--- src/include/rv_settings.svh ---
`ifndef RV_SETTINGS_SVH
`define RV_SETTINGS_SVH

// Data path and address width
`define RV_XLEN 32

// Register file geometry
`define RV_REG_AW 5
`define RV_NUM_REGS 32

// First fetch address after reset
`define RV_RESET_ADDR 32'h0000_0000

`endif
--- src/rv_pkg.sv ---
`include "rv_settings.svh"

package rv_pkg;

    // Major opcodes kept by this core
    typedef enum logic [6:0] {
        OPC_OP     = 7'b0110011,
        OPC_OP_IMM = 7'b0010011,
        OPC_LUI    = 7'b0110111,
        OPC_LOAD   = 7'b0000011,
        OPC_STORE  = 7'b0100011
    } opcode_t;

    typedef enum logic [3:0] {
        ALU_ADD,
        ALU_SUB,
        ALU_AND,
        ALU_OR,
        ALU_XOR,
        ALU_SLT,
        ALU_SLTU,
        ALU_SLL,
        ALU_SRL,
        ALU_SRA,
        ALU_PASS_B  // LUI result is the immediate
    } alu_op_t;

    // Same encoding as funct3[1:0] of loads and stores
    typedef enum logic [1:0] {
        MEM_BYTE = 2'b00,
        MEM_HALF = 2'b01,
        MEM_WORD = 2'b10
    } mem_size_t;

    typedef struct packed {
        alu_op_t                alu_op;
        logic                   use_imm;
        logic                   reg_write;
        logic                   mem_read;
        logic                   mem_write;
        mem_size_t              mem_size;
        logic                   load_unsigned;
        logic [`RV_REG_AW-1:0]  rd;
    } id_ctrl_t;

endpackage

--- src/reg_port_if.sv ---
`include "rv_settings.svh"

interface reg_port_if #(
    parameter int AW = `RV_REG_AW,
    parameter int DW = `RV_XLEN
);
    logic [AW-1:0] rs1_addr;
    logic [AW-1:0] rs2_addr;
    logic [DW-1:0] rs1_data;
    logic [DW-1:0] rs2_data;

    // Write port, fed from WB
    logic          we;
    logic [AW-1:0] waddr;
    logic [DW-1:0] wdata;

    modport file (input rs1_addr, rs2_addr, we, waddr, wdata, output rs1_data, rs2_data);
    modport reader (output rs1_addr, rs2_addr);
    modport writer (output we, waddr, wdata, input rs1_data, rs2_data);
endinterface

--- src/rv_core.sv ---
`include "rv_settings.svh"

module rv_core (
    input  logic                  i_clk,
    input  logic                  i_rst,
    output logic [`RV_XLEN-1:0]   o_imem_raddr,
    input  logic [`RV_XLEN-1:0]   i_imem_rdata,
    output logic [`RV_XLEN-1:0]   o_dmem_addr,
    output logic                  o_dmem_ren,
    output logic                  o_dmem_wen,
    output logic [3:0]            o_dmem_mask,
    output logic [`RV_XLEN-1:0]   o_dmem_wdata,
    input  logic [`RV_XLEN-1:0]   i_dmem_rdata,
    output logic                  o_retire_valid,
    output logic [`RV_XLEN-1:0]   o_retire_pc,
    output logic [`RV_REG_AW-1:0] o_retire_rd_waddr,
    output logic [`RV_XLEN-1:0]   o_retire_rd_wdata
);
    import rv_pkg::*;

    localparam int XLEN = `RV_XLEN;

    reg_port_if #(.AW(`RV_REG_AW), .DW(`RV_XLEN)) rf_port ();

    logic            stall;
    logic [XLEN-1:0] pc;
    logic            if_id_valid;
    logic [XLEN-1:0] if_id_pc;
    logic [XLEN-1:0] if_id_inst;
    id_ctrl_t        id_ctrl;
    logic [XLEN-1:0] id_imm;
    logic            id_ex_valid;
    id_ctrl_t        id_ex_ctrl;
    logic [XLEN-1:0] id_ex_pc;
    logic [XLEN-1:0] id_ex_imm;
    logic [XLEN-1:0] id_ex_rs1;
    logic [XLEN-1:0] id_ex_rs2;
    logic [XLEN-1:0] ex_op_b;
    logic [XLEN-1:0] ex_result;
    logic            ex_mem_valid;
    id_ctrl_t        ex_mem_ctrl;
    logic [XLEN-1:0] ex_mem_pc;
    logic [XLEN-1:0] ex_mem_result;
    logic [XLEN-1:0] ex_mem_store;
    logic [XLEN-1:0] mem_load_data;
    logic            mem_wb_valid;
    id_ctrl_t        mem_wb_ctrl;
    logic [XLEN-1:0] mem_wb_pc;
    logic [XLEN-1:0] mem_wb_result;
    logic [XLEN-1:0] mem_wb_load;
    logic [XLEN-1:0] wb_wdata;

    //////////////////////////////
    // IF
    //////////////////////////////
    always_ff @(posedge i_clk) begin
        if (i_rst) begin
            pc          <= `RV_RESET_ADDR;
            if_id_valid <= 1'b0;
        end else if (!stall) begin
            pc          <= pc + 4;
            if_id_valid <= 1'b1;
        end
    end

    always_ff @(posedge i_clk) begin
        if (!stall) begin
            if_id_pc   <= pc;
            if_id_inst <= i_imem_rdata;
        end
    end

    assign o_imem_raddr = pc;

    //////////////////////////////
    // ID
    //////////////////////////////
    pipe_ctrl u_ctrl (
        .i_inst      (if_id_inst),
        .i_ex_ctrl   (id_ex_ctrl),
        .i_mem_ctrl  (ex_mem_ctrl),
        .i_ex_valid  (id_ex_valid),
        .i_mem_valid (ex_mem_valid),
        .rf          (rf_port.reader),
        .o_ctrl      (id_ctrl),
        .o_imm       (id_imm),
        .o_stall     (stall)
    );

    reg_file u_rf (
        .i_clk (i_clk),
        .i_rst (i_rst),
        .rf    (rf_port.file)
    );

    // A stall turns the ID/EX slot into a bubble
    always_ff @(posedge i_clk) begin
        if (i_rst) begin
            id_ex_valid <= 1'b0;
        end else begin
            id_ex_valid <= if_id_valid && !stall;
        end
    end

    // Producer leaves MEM within two cycles, so the stall must drop by then
    assert property (@(posedge i_clk) disable iff (i_rst)
        stall && $past(stall) |=> !stall)
        else $error("stall held for more than two cycles");

    always_ff @(posedge i_clk) begin
        id_ex_ctrl <= id_ctrl;
        id_ex_pc   <= if_id_pc;
        id_ex_imm  <= id_imm;
        id_ex_rs1  <= rf_port.rs1_data;
        id_ex_rs2  <= rf_port.rs2_data;
    end

    //////////////////////////////
    // EX
    //////////////////////////////
    assign ex_op_b = id_ex_ctrl.use_imm ? id_ex_imm : id_ex_rs2;

    alu u_alu (
        .i_op     (id_ex_ctrl.alu_op),
        .i_a      (id_ex_rs1),
        .i_b      (ex_op_b),
        .o_result (ex_result)
    );

    always_ff @(posedge i_clk) begin
        if (i_rst) begin
            ex_mem_valid <= 1'b0;
        end else begin
            ex_mem_valid <= id_ex_valid;
        end
    end

    always_ff @(posedge i_clk) begin
        ex_mem_ctrl   <= id_ex_ctrl;
        ex_mem_pc     <= id_ex_pc;
        ex_mem_result <= ex_result;
        ex_mem_store  <= id_ex_rs2;
    end

    //////////////////////////////
    // MEM
    //////////////////////////////
    lsu_lanes u_lsu (
        .i_addr_lo    (ex_mem_result[1:0]),
        .i_size       (ex_mem_ctrl.mem_size),
        .i_unsigned   (ex_mem_ctrl.load_unsigned),
        .i_store_data (ex_mem_store),
        .i_load_word  (i_dmem_rdata),
        .o_mask       (o_dmem_mask),
        .o_wdata      (o_dmem_wdata),
        .o_load_data  (mem_load_data)
    );

    assign o_dmem_addr = {ex_mem_result[XLEN-1:2], 2'b00};
    assign o_dmem_ren  = ex_mem_valid && ex_mem_ctrl.mem_read;
    assign o_dmem_wen  = ex_mem_valid && ex_mem_ctrl.mem_write;

    always_ff @(posedge i_clk) begin
        if (i_rst) begin
            mem_wb_valid <= 1'b0;
        end else begin
            mem_wb_valid <= ex_mem_valid;
        end
    end

    always_ff @(posedge i_clk) begin
        mem_wb_ctrl   <= ex_mem_ctrl;
        mem_wb_pc     <= ex_mem_pc;
        mem_wb_result <= ex_mem_result;
        mem_wb_load   <= mem_load_data;
    end

    //////////////////////////////
    // WB and retire
    //////////////////////////////
    assign wb_wdata = mem_wb_ctrl.mem_read ? mem_wb_load : mem_wb_result;

    assign rf_port.we    = mem_wb_valid && mem_wb_ctrl.reg_write;
    assign rf_port.waddr = mem_wb_ctrl.rd;
    assign rf_port.wdata = wb_wdata;

    assign o_retire_valid    = mem_wb_valid;
    assign o_retire_pc       = mem_wb_pc;
    assign o_retire_rd_waddr = mem_wb_ctrl.rd;
    assign o_retire_rd_wdata = wb_wdata;

endmodule

--- src/lsu_lanes.sv ---
`include "rv_settings.svh"

module lsu_lanes (
    input  logic [1:0]            i_addr_lo,
    input  rv_pkg::mem_size_t     i_size,
    input  logic                  i_unsigned,
    input  logic [`RV_XLEN-1:0]   i_store_data,
    input  logic [`RV_XLEN-1:0]   i_load_word,
    output logic [3:0]            o_mask,
    output logic [`RV_XLEN-1:0]   o_wdata,
    output logic [`RV_XLEN-1:0]   o_load_data
);
    import rv_pkg::*;

    localparam int XLEN = `RV_XLEN;

    logic [4:0]      byte_shift;
    logic [4:0]      half_shift;
    logic [XLEN-1:0] byte_word;
    logic [XLEN-1:0] half_word;

    // Bit offsets of the addressed byte and half
    assign byte_shift = {i_addr_lo, 3'b000};
    assign half_shift = {i_addr_lo[1], 4'b0000};

    //////////////////////////////
    // Store side
    //////////////////////////////
    always_comb begin
        case (i_size)
            MEM_BYTE: begin
                o_mask  = 4'b0001 << i_addr_lo;
                o_wdata = i_store_data << byte_shift;
            end
            MEM_HALF: begin
                o_mask  = i_addr_lo[1] ? 4'b1100 : 4'b0011;
                o_wdata = i_store_data << half_shift;
            end
            default: begin
                o_mask  = 4'b1111;
                o_wdata = i_store_data;
            end
        endcase
    end

    //////////////////////////////
    // Load side
    //////////////////////////////
    assign byte_word = i_load_word >> byte_shift;
    assign half_word = i_load_word >> half_shift;

    always_comb begin
        case (i_size)
            MEM_BYTE: begin
                o_load_data = {{(XLEN-8){~i_unsigned & byte_word[7]}}, byte_word[7:0]};
            end
            MEM_HALF: begin
                o_load_data = {{(XLEN-16){~i_unsigned & half_word[15]}}, half_word[15:0]};
            end
            default: o_load_data = i_load_word;
        endcase
    end

endmodule

--- src/alu.sv ---
`include "rv_settings.svh"

module alu (
    input  rv_pkg::alu_op_t     i_op,
    input  logic [`RV_XLEN-1:0] i_a,
    input  logic [`RV_XLEN-1:0] i_b,
    output logic [`RV_XLEN-1:0] o_result
);
    import rv_pkg::*;

    localparam int XLEN = `RV_XLEN;

    logic [4:0] shamt;
    logic       lt_signed;
    logic       lt_unsigned;

    assign shamt       = i_b[4:0];
    assign lt_signed   = $signed(i_a) < $signed(i_b);
    assign lt_unsigned = i_a < i_b;

    always_comb begin
        case (i_op)
            ALU_ADD:    o_result = i_a + i_b;
            ALU_SUB:    o_result = i_a - i_b;
            ALU_AND:    o_result = i_a & i_b;
            ALU_OR:     o_result = i_a | i_b;
            ALU_XOR:    o_result = i_a ^ i_b;
            ALU_SLT:    o_result = {{(XLEN-1){1'b0}}, lt_signed};
            ALU_SLTU:   o_result = {{(XLEN-1){1'b0}}, lt_unsigned};
            ALU_SLL:    o_result = i_a << shamt;
            ALU_SRL:    o_result = i_a >> shamt;
            ALU_SRA:    o_result = $signed(i_a) >>> shamt;
            ALU_PASS_B: o_result = i_b;
            default:    o_result = '0;
        endcase
    end

endmodule

--- src/reg_file.sv ---
`include "rv_settings.svh"

module reg_file (
    input  logic     i_clk,
    input  logic     i_rst,
    reg_port_if.file rf
);
    localparam int XLEN = `RV_XLEN;

    logic [XLEN-1:0] regs [`RV_NUM_REGS];
    logic            wr_live;

    // x0 is never written
    assign wr_live = rf.we && rf.waddr != '0;

    always_ff @(posedge i_clk) begin
        if (i_rst) begin
            for (int i = 0; i < `RV_NUM_REGS; i++) begin
                regs[i] <= '0;
            end
        end else if (wr_live) begin
            regs[rf.waddr] <= rf.wdata;
        end
    end

    // WB write shows up on same-cycle reads
    assign rf.rs1_data = (wr_live && rf.waddr == rf.rs1_addr) ? rf.wdata : regs[rf.rs1_addr];
    assign rf.rs2_data = (wr_live && rf.waddr == rf.rs2_addr) ? rf.wdata : regs[rf.rs2_addr];

endmodule

--- src/pipe_ctrl.sv ---
`include "rv_settings.svh"

module pipe_ctrl (
    input  logic [`RV_XLEN-1:0] i_inst,
    input  rv_pkg::id_ctrl_t    i_ex_ctrl,
    input  rv_pkg::id_ctrl_t    i_mem_ctrl,
    input  logic                i_ex_valid,
    input  logic                i_mem_valid,
    reg_port_if.reader          rf,
    output rv_pkg::id_ctrl_t    o_ctrl,
    output logic [`RV_XLEN-1:0] o_imm,
    output logic                o_stall
);
    import rv_pkg::*;

    localparam int XLEN = `RV_XLEN;
    localparam int AW   = `RV_REG_AW;

    opcode_t       opcode;
    logic [2:0]    funct3;
    logic          funct7_b5;
    logic [AW-1:0] rs1;
    logic [AW-1:0] rs2;
    logic          uses_rs1;
    logic          uses_rs2;

    assign opcode    = opcode_t'(i_inst[6:0]);
    assign funct3    = i_inst[14:12];
    assign funct7_b5 = i_inst[30];
    assign rs1       = i_inst[19:15];
    assign rs2       = i_inst[24:20];

    assign rf.rs1_addr = rs1;
    assign rf.rs2_addr = rs2;

    function automatic alu_op_t funct_to_alu(input logic [2:0] f3, input logic alt);
        alu_op_t op;
        case (f3)
            3'b000:  op = alt ? ALU_SUB : ALU_ADD;
            3'b001:  op = ALU_SLL;
            3'b010:  op = ALU_SLT;
            3'b011:  op = ALU_SLTU;
            3'b100:  op = ALU_XOR;
            3'b101:  op = alt ? ALU_SRA : ALU_SRL;
            3'b110:  op = ALU_OR;
            default: op = ALU_AND;
        endcase
        return op;
    endfunction

    //////////////////////////////
    // Instruction decode
    //////////////////////////////
    always_comb begin
        o_ctrl   = '0;
        o_imm    = {{(XLEN-12){i_inst[31]}}, i_inst[31:20]};
        uses_rs1 = 1'b0;
        uses_rs2 = 1'b0;
        case (opcode)
            OPC_OP: begin
                o_ctrl.alu_op    = funct_to_alu(funct3, funct7_b5);
                o_ctrl.reg_write = 1'b1;
                uses_rs1         = 1'b1;
                uses_rs2         = 1'b1;
            end
            OPC_OP_IMM: begin
                // No subi so funct7 only selects sra
                o_ctrl.alu_op    = funct_to_alu(funct3, funct3 == 3'b101 && funct7_b5);
                o_ctrl.use_imm   = 1'b1;
                o_ctrl.reg_write = 1'b1;
                uses_rs1         = 1'b1;
            end
            OPC_LUI: begin
                o_ctrl.alu_op    = ALU_PASS_B;
                o_ctrl.use_imm   = 1'b1;
                o_ctrl.reg_write = 1'b1;
                o_imm            = {i_inst[31:12], 12'b0};
            end
            OPC_LOAD: begin
                o_ctrl.alu_op        = ALU_ADD;
                o_ctrl.use_imm       = 1'b1;
                o_ctrl.reg_write     = 1'b1;
                o_ctrl.mem_read      = 1'b1;
                o_ctrl.mem_size      = mem_size_t'(funct3[1:0]);
                o_ctrl.load_unsigned = funct3[2];
                uses_rs1             = 1'b1;
            end
            OPC_STORE: begin
                o_ctrl.alu_op    = ALU_ADD;
                o_ctrl.use_imm   = 1'b1;
                o_ctrl.mem_write = 1'b1;
                o_ctrl.mem_size  = mem_size_t'(funct3[1:0]);
                o_imm            = {{(XLEN-12){i_inst[31]}}, i_inst[31:25], i_inst[11:7]};
                uses_rs1         = 1'b1;
                uses_rs2         = 1'b1;
            end
            default: ;
        endcase
        // Unknown opcodes and stores report rd 0
        o_ctrl.rd = o_ctrl.reg_write ? i_inst[11:7] : '0;
    end

    //////////////////////////////
    // Read-after-write stall
    //////////////////////////////
    function automatic logic pending(input logic [AW-1:0] rs);
        logic ex_hit;
        logic mem_hit;
        ex_hit  = i_ex_valid && i_ex_ctrl.reg_write && i_ex_ctrl.rd == rs;
        mem_hit = i_mem_valid && i_mem_ctrl.reg_write && i_mem_ctrl.rd == rs;
        return rs != '0 && (ex_hit || mem_hit);
    endfunction

    always_comb begin
        o_stall = (uses_rs1 && pending(rs1)) || (uses_rs2 && pending(rs2));
    end

endmodule

--- config.mk ---
export PLATFORM = sky130hd
export DESIGN_NAME = rv_core
export DESIGN_NICKNAME = d
export VERILOG_FILES = /design/src/rv_pkg.sv /design/src/reg_port_if.sv /design/src/rv_core.sv /design/src/lsu_lanes.sv /design/src/alu.sv /design/src/reg_file.sv /design/src/pipe_ctrl.sv
export VERILOG_INCLUDE_DIRS = /design/src /design/src/include
export SDC_FILE = /design/constraint.sdc
export NUM_CORES = 2
export LEC_CHECK = 0
export ABC_CLOCK_PERIOD_IN_PS = 4500
export BUFFER_PORTS_ARGS = -buffer_cell sky130_fd_sc_hd__buf_2
export CAP_MARGIN = 20
export CORE_ASPECT_RATIO = 1.1
export CORE_MARGIN = 3
export CORE_UTILIZATION = 60
export DETAILED_ROUTE_END_ITERATION = 7
export PLACE_DENSITY_LB_ADDON = 0.1
export SETUP_SLACK_MARGIN = 0.15
export SKIP_CTS_REPAIR_TIMING = 1
export SLEW_MARGIN = 20
export SYNTH_ARGS = -nofsm -noshare
export SYNTH_HDL_FRONTEND = slang
export SYNTH_SLANG_ARGS = --single-unit
--- constraint.sdc ---
create_clock -name i_clk -period 4.5 [get_ports i_clk]
set_input_delay 0.225 -clock i_clk [delete_from_list [all_inputs] [get_ports i_clk]]
set_output_delay 0.225 -clock i_clk [all_outputs]
set_load 0.01 [all_outputs]
Word level (Yosys, flattened, before mapping)
Memory sizes are Yosys's and may differ from the RTL's. A register that Yosys moved wholly into a read port is not among the register bits. Index checks and enable logic that the tools add are counted.

Logic and storage cells: 149. Input port bits: 66. Memory bits (writable): 1024. Flip-flop bits (word level): 454. Output and inout bits: 172. Memories: 1.

Memories: u_rf.regs (depth 32, width 32, rd ports 2, clocked after Yosys merged registers in 2, write ports 32, RTL line reg_file.sv:10) `` logic [XLEN-1:0] regs [`RV_NUM_REGS]; ``.

$lt $le $gt $ge: 2. Eq/ne operators: 28. Shifts and indexed selects: 8. Reductions and logical operators: 34. Muxes and demuxes: 33. Bitwise logic cells: 6. $add $sub $neg: 3.

Operator list (count): $pmux W32 S11 (1); $mux W32 (5); $pmux W32 S2 (2); $shl A32 B5 Y32 (3); $lt A32 B32 Y1 (2); $pmux W31 S2 (1); $pmux W4 S7 (2); $add A32 B3 Y32 const B (1); $add A32 B32 Y32 (1); $and A32 B32 Y32 (1); $or A32 B32 Y32 (1); $reduce_or A32 Y1 (1); $shr A32 B5 Y16 (1); $shr A32 B5 Y32 (1); $shr A32 B5 Y8 (1); $sshr A32 B5 Y32 (1); $sub A32 B32 Y32 (1); $xor A32 B32 Y32 (1); $eq A5 B5 Y1 (6); $eq A7 B6 Y1 const B (3); $logic_and A1 B1 Y1 (18); $eq A4 B3 Y1 const B (4); $mux W1 (16); $mux W5 (3); 23 further kinds (37).

Logic depth before layout (Yosys ltp)
Depth after elaboration: 8. Mapped depth: 18. Depth with buffers taken out: 14.

By module
Synthesis repeated with hierarchy kept, for this count alone.

Cell total of the unflattened synthesis: 5883. Area, all modules: 76961.3 sq um.

By module, submodules not included: reg_file (cells an instance 3494, seq. area each 30749.5 sq um, instances 1, area each 54461.0 sq um); rv_core (cells an instance 702, seq. area each 9609.2 sq um, instances 1, area each 11572.3 sq um); alu (cells an instance 1352, seq. area each 0.0 sq um, instances 1, area each 8734.6 sq um); lsu_lanes (cells an instance 210, seq. area each 0.0 sq um, instances 1, area each 1312.5 sq um); pipe_ctrl (cells an instance 125, seq. area each 0.0 sq um, instances 1, area each 880.8 sq um).

Worst setup path before layout
No wires, ideal clock.

Kind: flip-flop to flip-flop. From: reg id_ex_ctrl[11] (netlist name). To: reg ex_mem_result[22]. Cell stages (with the launch flop): 17. Path slack: 0.553 ns. Period minus slack after synthesis: 3.947 ns. Buffers on the path: 4. Required time: 4.413 ns. Arrival: 3.860 ns. Setup time: 0.087 ns. Cell sequence: dfxtp_1 buf_6 buf_1 clkbuf_1 mux2_2 inv_1 ha_1 buf_2 nor2b_1 a2111oi_4 a21oi_2 a2111oi_4 o21ai_2 a2111oi_4 a221oi_2 and3_1 o31ai_1.

Cells in the longest elaborated chain, start to end: 3. Elaborated cells between the ends (all ways): 10. Those cells by class: add/sub: 2; shift: 3; mux: 2; bitwise: 3.

RTL lines: start: declaration (RTL line rv_core.sv:33) `id_ctrl_t id_ex_ctrl;`; start signal: assignment (RTL line rv_core.sv:111) `id_ex_ctrl <= id_ctrl;`; $mux W32 (*) (RTL line rv_core.sv:121) `assign ex_op_b = id_ex_ctrl.use_imm ? id_ex_imm : id_ex_rs2;`; $sub A32 B32 Y32 (tied with other cells) (RTL line alu.sv:24) `ALU_SUB: o_result = i_a - i_b;`; $pmux W32 S11 (*) (RTL line alu.sv:22) `case (i_op)`; via ex_result[22] (RTL line rv_core.sv:39) `logic [XLEN-1:0] ex_result;`; end signal: assignment (RTL line rv_core.sv:141) `ex_mem_result <= ex_result;`; end: declaration (RTL line rv_core.sv:43) `logic [XLEN-1:0] ex_mem_result;`.

The timed path passes the listed nets; every way through them passes the cells marked *. A chain may end at the register's enable or synchronous reset.

Worst setup path after layout
From: reg id_ex_ctrl[11] (netlist name). To: reg ex_mem_result[15].

The elaborated chain is that of the path after synthesis.

==> impl_results.md <==
* Core Region at about 0.12 mm²
* H-tree depth at 4
* Class of the worst hold path: in -> reg
* Register area share after synthesis at 0.541
* Initial antenna violation count at 19
* DRT iter0 DRCs at around 8800
* Primary FF master, synth: edfxtp_1
* Starting Density at 0.606
* Die W at roughly 340 µm
* DR WL/cell at 35.5 µm
* Period utilisation layout at 0.932
* Critical path capture point type: flop
* Die area at 0.129 mm²
* Mean post-synth cell area at around 13 µm²
* Worst skew pair latency at 0.81 ns
* Vias in the first global route at 54108
* Detailed Place HPWL at about 190000 µm
* Clock Sinks at 1478
* Pin count of the biggest net entering global routing at ~90
* Cell Int Power at 25.8 mW
* Final core utilization at 0.689
* Nets at between 6000 and 7000
* Clock Root Buffer: clkbuf_16
* Measured slew at the worst slew-check pin at around 1.1 ns
* GP Congestion at 1.05
* Cell Rows at 135
* Status: finished, violations left
* First-pass GRT wire length at ~400000 µm
* Total negative slack at 0 ns
* Synth Cell Area at about 0.075 mm²
* CTS tree: built
* Area growth from synthesis to layout at 13.8%
* Crit Path Category: reg -> reg
* Sequential fraction of design power at 0.424
* Finished Layout Cells at 7809
* EDFF count, synth at 1086
* Total GRT Usage at 0.430
* Placed Area at 0.0792 mm²
* Worst Slack Setup Final at about 0.3 ns
* Mapped Cells at 5801
* Max cap viols at 0
* Worst r2r path cells at 12
* Die Y at 376 µm
* Clock Path Buffers at 3
* Inst Count DP at 7448
* Final wirelength at 277000 µm
* IO Port Bufs at 231
* Slew Limit Headroom at 0.245
* Power Total at approximately 39 mW
* Total CTS buffers at 151
* Final Skew at roughly 0.045 ns
* Net load switching power at around 13 mW
* Failing checks: DRC
* Pleak at 32.6 nW
* Asr flop ratio synth at 0
* Worst vdd ir at 0.394 mV
* Hold-critical path depth at 2
* Ratio of cells with drive above 1 in the final layout at 0.263
* Hold WS at around 0.13 ns
* Sw frac at 0.342
* F_max at 239 MHz
* I/O pin count at 238
* Clk pin slew, worst setup/hold paths at 0.07 ns
* DRT Pass-1 Iters at 8
* Yosys synthesis warning count at 0
* Synth cell types at 80
* Worst EP arrival at 4.81 ns
* Via density per instance at 7.06
* Grt total ovfl at 0
* RSZ-0062 raised after global routing: false
* Fin area at 0.0851 mm²
* Count of pins over their slew limit at 0
* Hold Violations, Final at 0
* Via count at between 50000 and 60000
* Crit path required time at 5.12 ns
* Min Tclk post-route at about 4.2 ns
* PD cells at 461 mW/mm²
* Remaining routing DRC violations at 23
* Register bit total from synthesis at 1478
* Placement Setup Slack at 0.282 ns
* Combinational power share at 0.252
* Clk pwr share at 0.324
* Crit-path max FO at 60
* Setup violators final at 0
* Number of routed nets with antenna violations at 0
* Critical Path Source Type: flop
cells in the final DEF, fill, tap and decap left out, drive strengths merged, types with 25 or more instances in the layout:
cell type | synthesis | final
ha | 103 | 103
dlygate4sd3 | 0 | 76
and3 | 29 | 29
mux2 | 62 | 62
nor3 | 63 | 63
inv | 124 | 130
a21oi | 176 | 176
a21o | 35 | 35
o211ai | 29 | 29
nand2b | 47 | 47
buf | 155 | 532
clkinv | 1 | 69
xor2 | 48 | 48
and2 | 36 | 36
edfxtp | 1086 | 1086
mux4 | 649 | 649
o21ai | 170 | 170
nor2 | 1251 | 1251
conb | 1 | 38
o22ai | 31 | 31
nand2 | 293 | 293
dfxtp | 392 | 392
a211oi | 36 | 36
clkbuf | 411 | 188
a31oi | 25 | 25
xnor2 | 36 | 36
nand3 | 35 | 35
mux2i | 195 | 195
sequential cells by signal, indices dropped and copies added (netlist names), named ones only:
signal,count
mem_wb_result,32
ex_mem_result,32
ex_mem_valid,1
ex_mem_ctrl,11
ex_mem_pc,30
o_retire_rd_waddr,5
id_ex_valid,1
u_rf.regs,1024
id_ex_rs2,32
id_ex_ctrl,16
id_ex_pc,30
mem_wb_load,32
ex_mem_store,32
o_imem_raddr,30
o_retire_valid,1
id_ex_imm,32
if_id_pc,30
if_id_valid,1
mem_wb_ctrl,2
id_ex_rs1,32
if_id_inst,32
o_retire_pc,30
kinds of logic (layout without fill, tap and decap cells):
logic type | Yosys count | count (layout) | synth area share
muxes | 906 | 906 | 0.231
AOI/OAI and AO/OA | 685 | 685 | 0.0600
adders and majority gates | 105 | 105 | 0.0178
other | 1 | 45 | 0.0000502
DFF | 1478 | 1478 | 0.541
buffers and inverters | 691 | 1011 | 0.0379
xor gates and xnor gates | 84 | 84 | 0.00984
and+or+nand+nor | 1851 | 1851 | 0.102
final cells by class:
| cell class | instances | area, µm² |
|---|---|---|
| antenna | 7 | 17.5 |
| clock inverter | 90 | 1000 |
| timing repair buffer | 608 | 4750 |
| multi-input combinational | 3669 | 32300 |
| inverter | 125 | 472 |
| fill | 8569 | 38400 |
| sequential | 1478 | 40500 |
| clock buffer | 188 | 4020 |
| tap | 1644 | 2060 |
worst max-delay path, cell delays in order, from the launching register on:
cell and delay [ns]:
dfxtp_2 0.60, buf_4 0.26, mux2i_4 0.10, inv_2 0.09
buf_4 0.57, mux2i_1 0.32, nor2_1 0.06, a21oi_1 0.15
o21ai_0 0.21, mux2i_1 0.53, nor2_1 0.15, a2111oi_1 0.74
o21ai_0 0.18
path summary, 6_finish.rpt:
check                              endpoint                    from  slack, ns
hold / removal     if_id_inst[25]$_DFFE_PN_        i_imem_rdata[25]       0.13
setup reg to reg  ex_mem_result[15]$_DFF_P_  id_ex_ctrl[11]$_DFF_P_       0.31
setup / recovery  ex_mem_result[15]$_DFF_P_  id_ex_ctrl[11]$_DFF_P_       0.31
hold reg to reg     o_retire_pc[17]$_DFF_P_   ex_mem_pc[17]$_DFF_P_       0.33
power by group through the flow:
stage                     Sequential [mW]  Clock, mW  Combinational, mW
final                                16.6       12.7               9.90
after global routing                 16.7       13.3               10.3
after CTS                            16.6       12.8               9.47
after detailed placement             16.9          0               9.43
after global placement               16.8          0               9.44
after floorplan                      16.1          0               5.78
synthesized netlist by cell type (35+ instances only):
cell | count | area share
buf_1 | 69 | 0.0035
mux2i_1 | 193 | 0.026
nand2b_1 | 47 | 0.0039
nor2_1 | 1251 | 0.063
buf_4 | 42 | 0.0042
ha_1 | 103 | 0.017
dfxtp_1 | 392 | 0.10
a21o_1 | 35 | 0.0035
clkbuf_1 | 411 | 0.021
buf_2 | 40 | 0.0027
xnor2_1 | 36 | 0.0042
a21oi_1 | 175 | 0.012
mux2_2 | 62 | 0.0093
mux4_2 | 649 | 0.20
inv_1 | 121 | 0.0061
nand2_1 | 293 | 0.015
edfxtp_1 | 1086 | 0.44
o21ai_0 | 167 | 0.011
and2_1 | 36 | 0.0030
nand3_1 | 35 | 0.0023
nor3_1 | 63 | 0.0042
xor2_1 | 48 | 0.0056
a211oi_1 | 36 | 0.0036
layer usage:
layer | global-route usage | share of wire | vias up
met5 | 0 | 0 | -
met3 | 0.124 | 0.14 | 982
met1 | 0.552 | 0.34 | 27408
met2 | 0.657 | 0.45 | 4660
met4 | 0.254 | 0.070 | 0
li1 | - | - | 22078
Note: power is estimated with default switching activity, not from simulation.
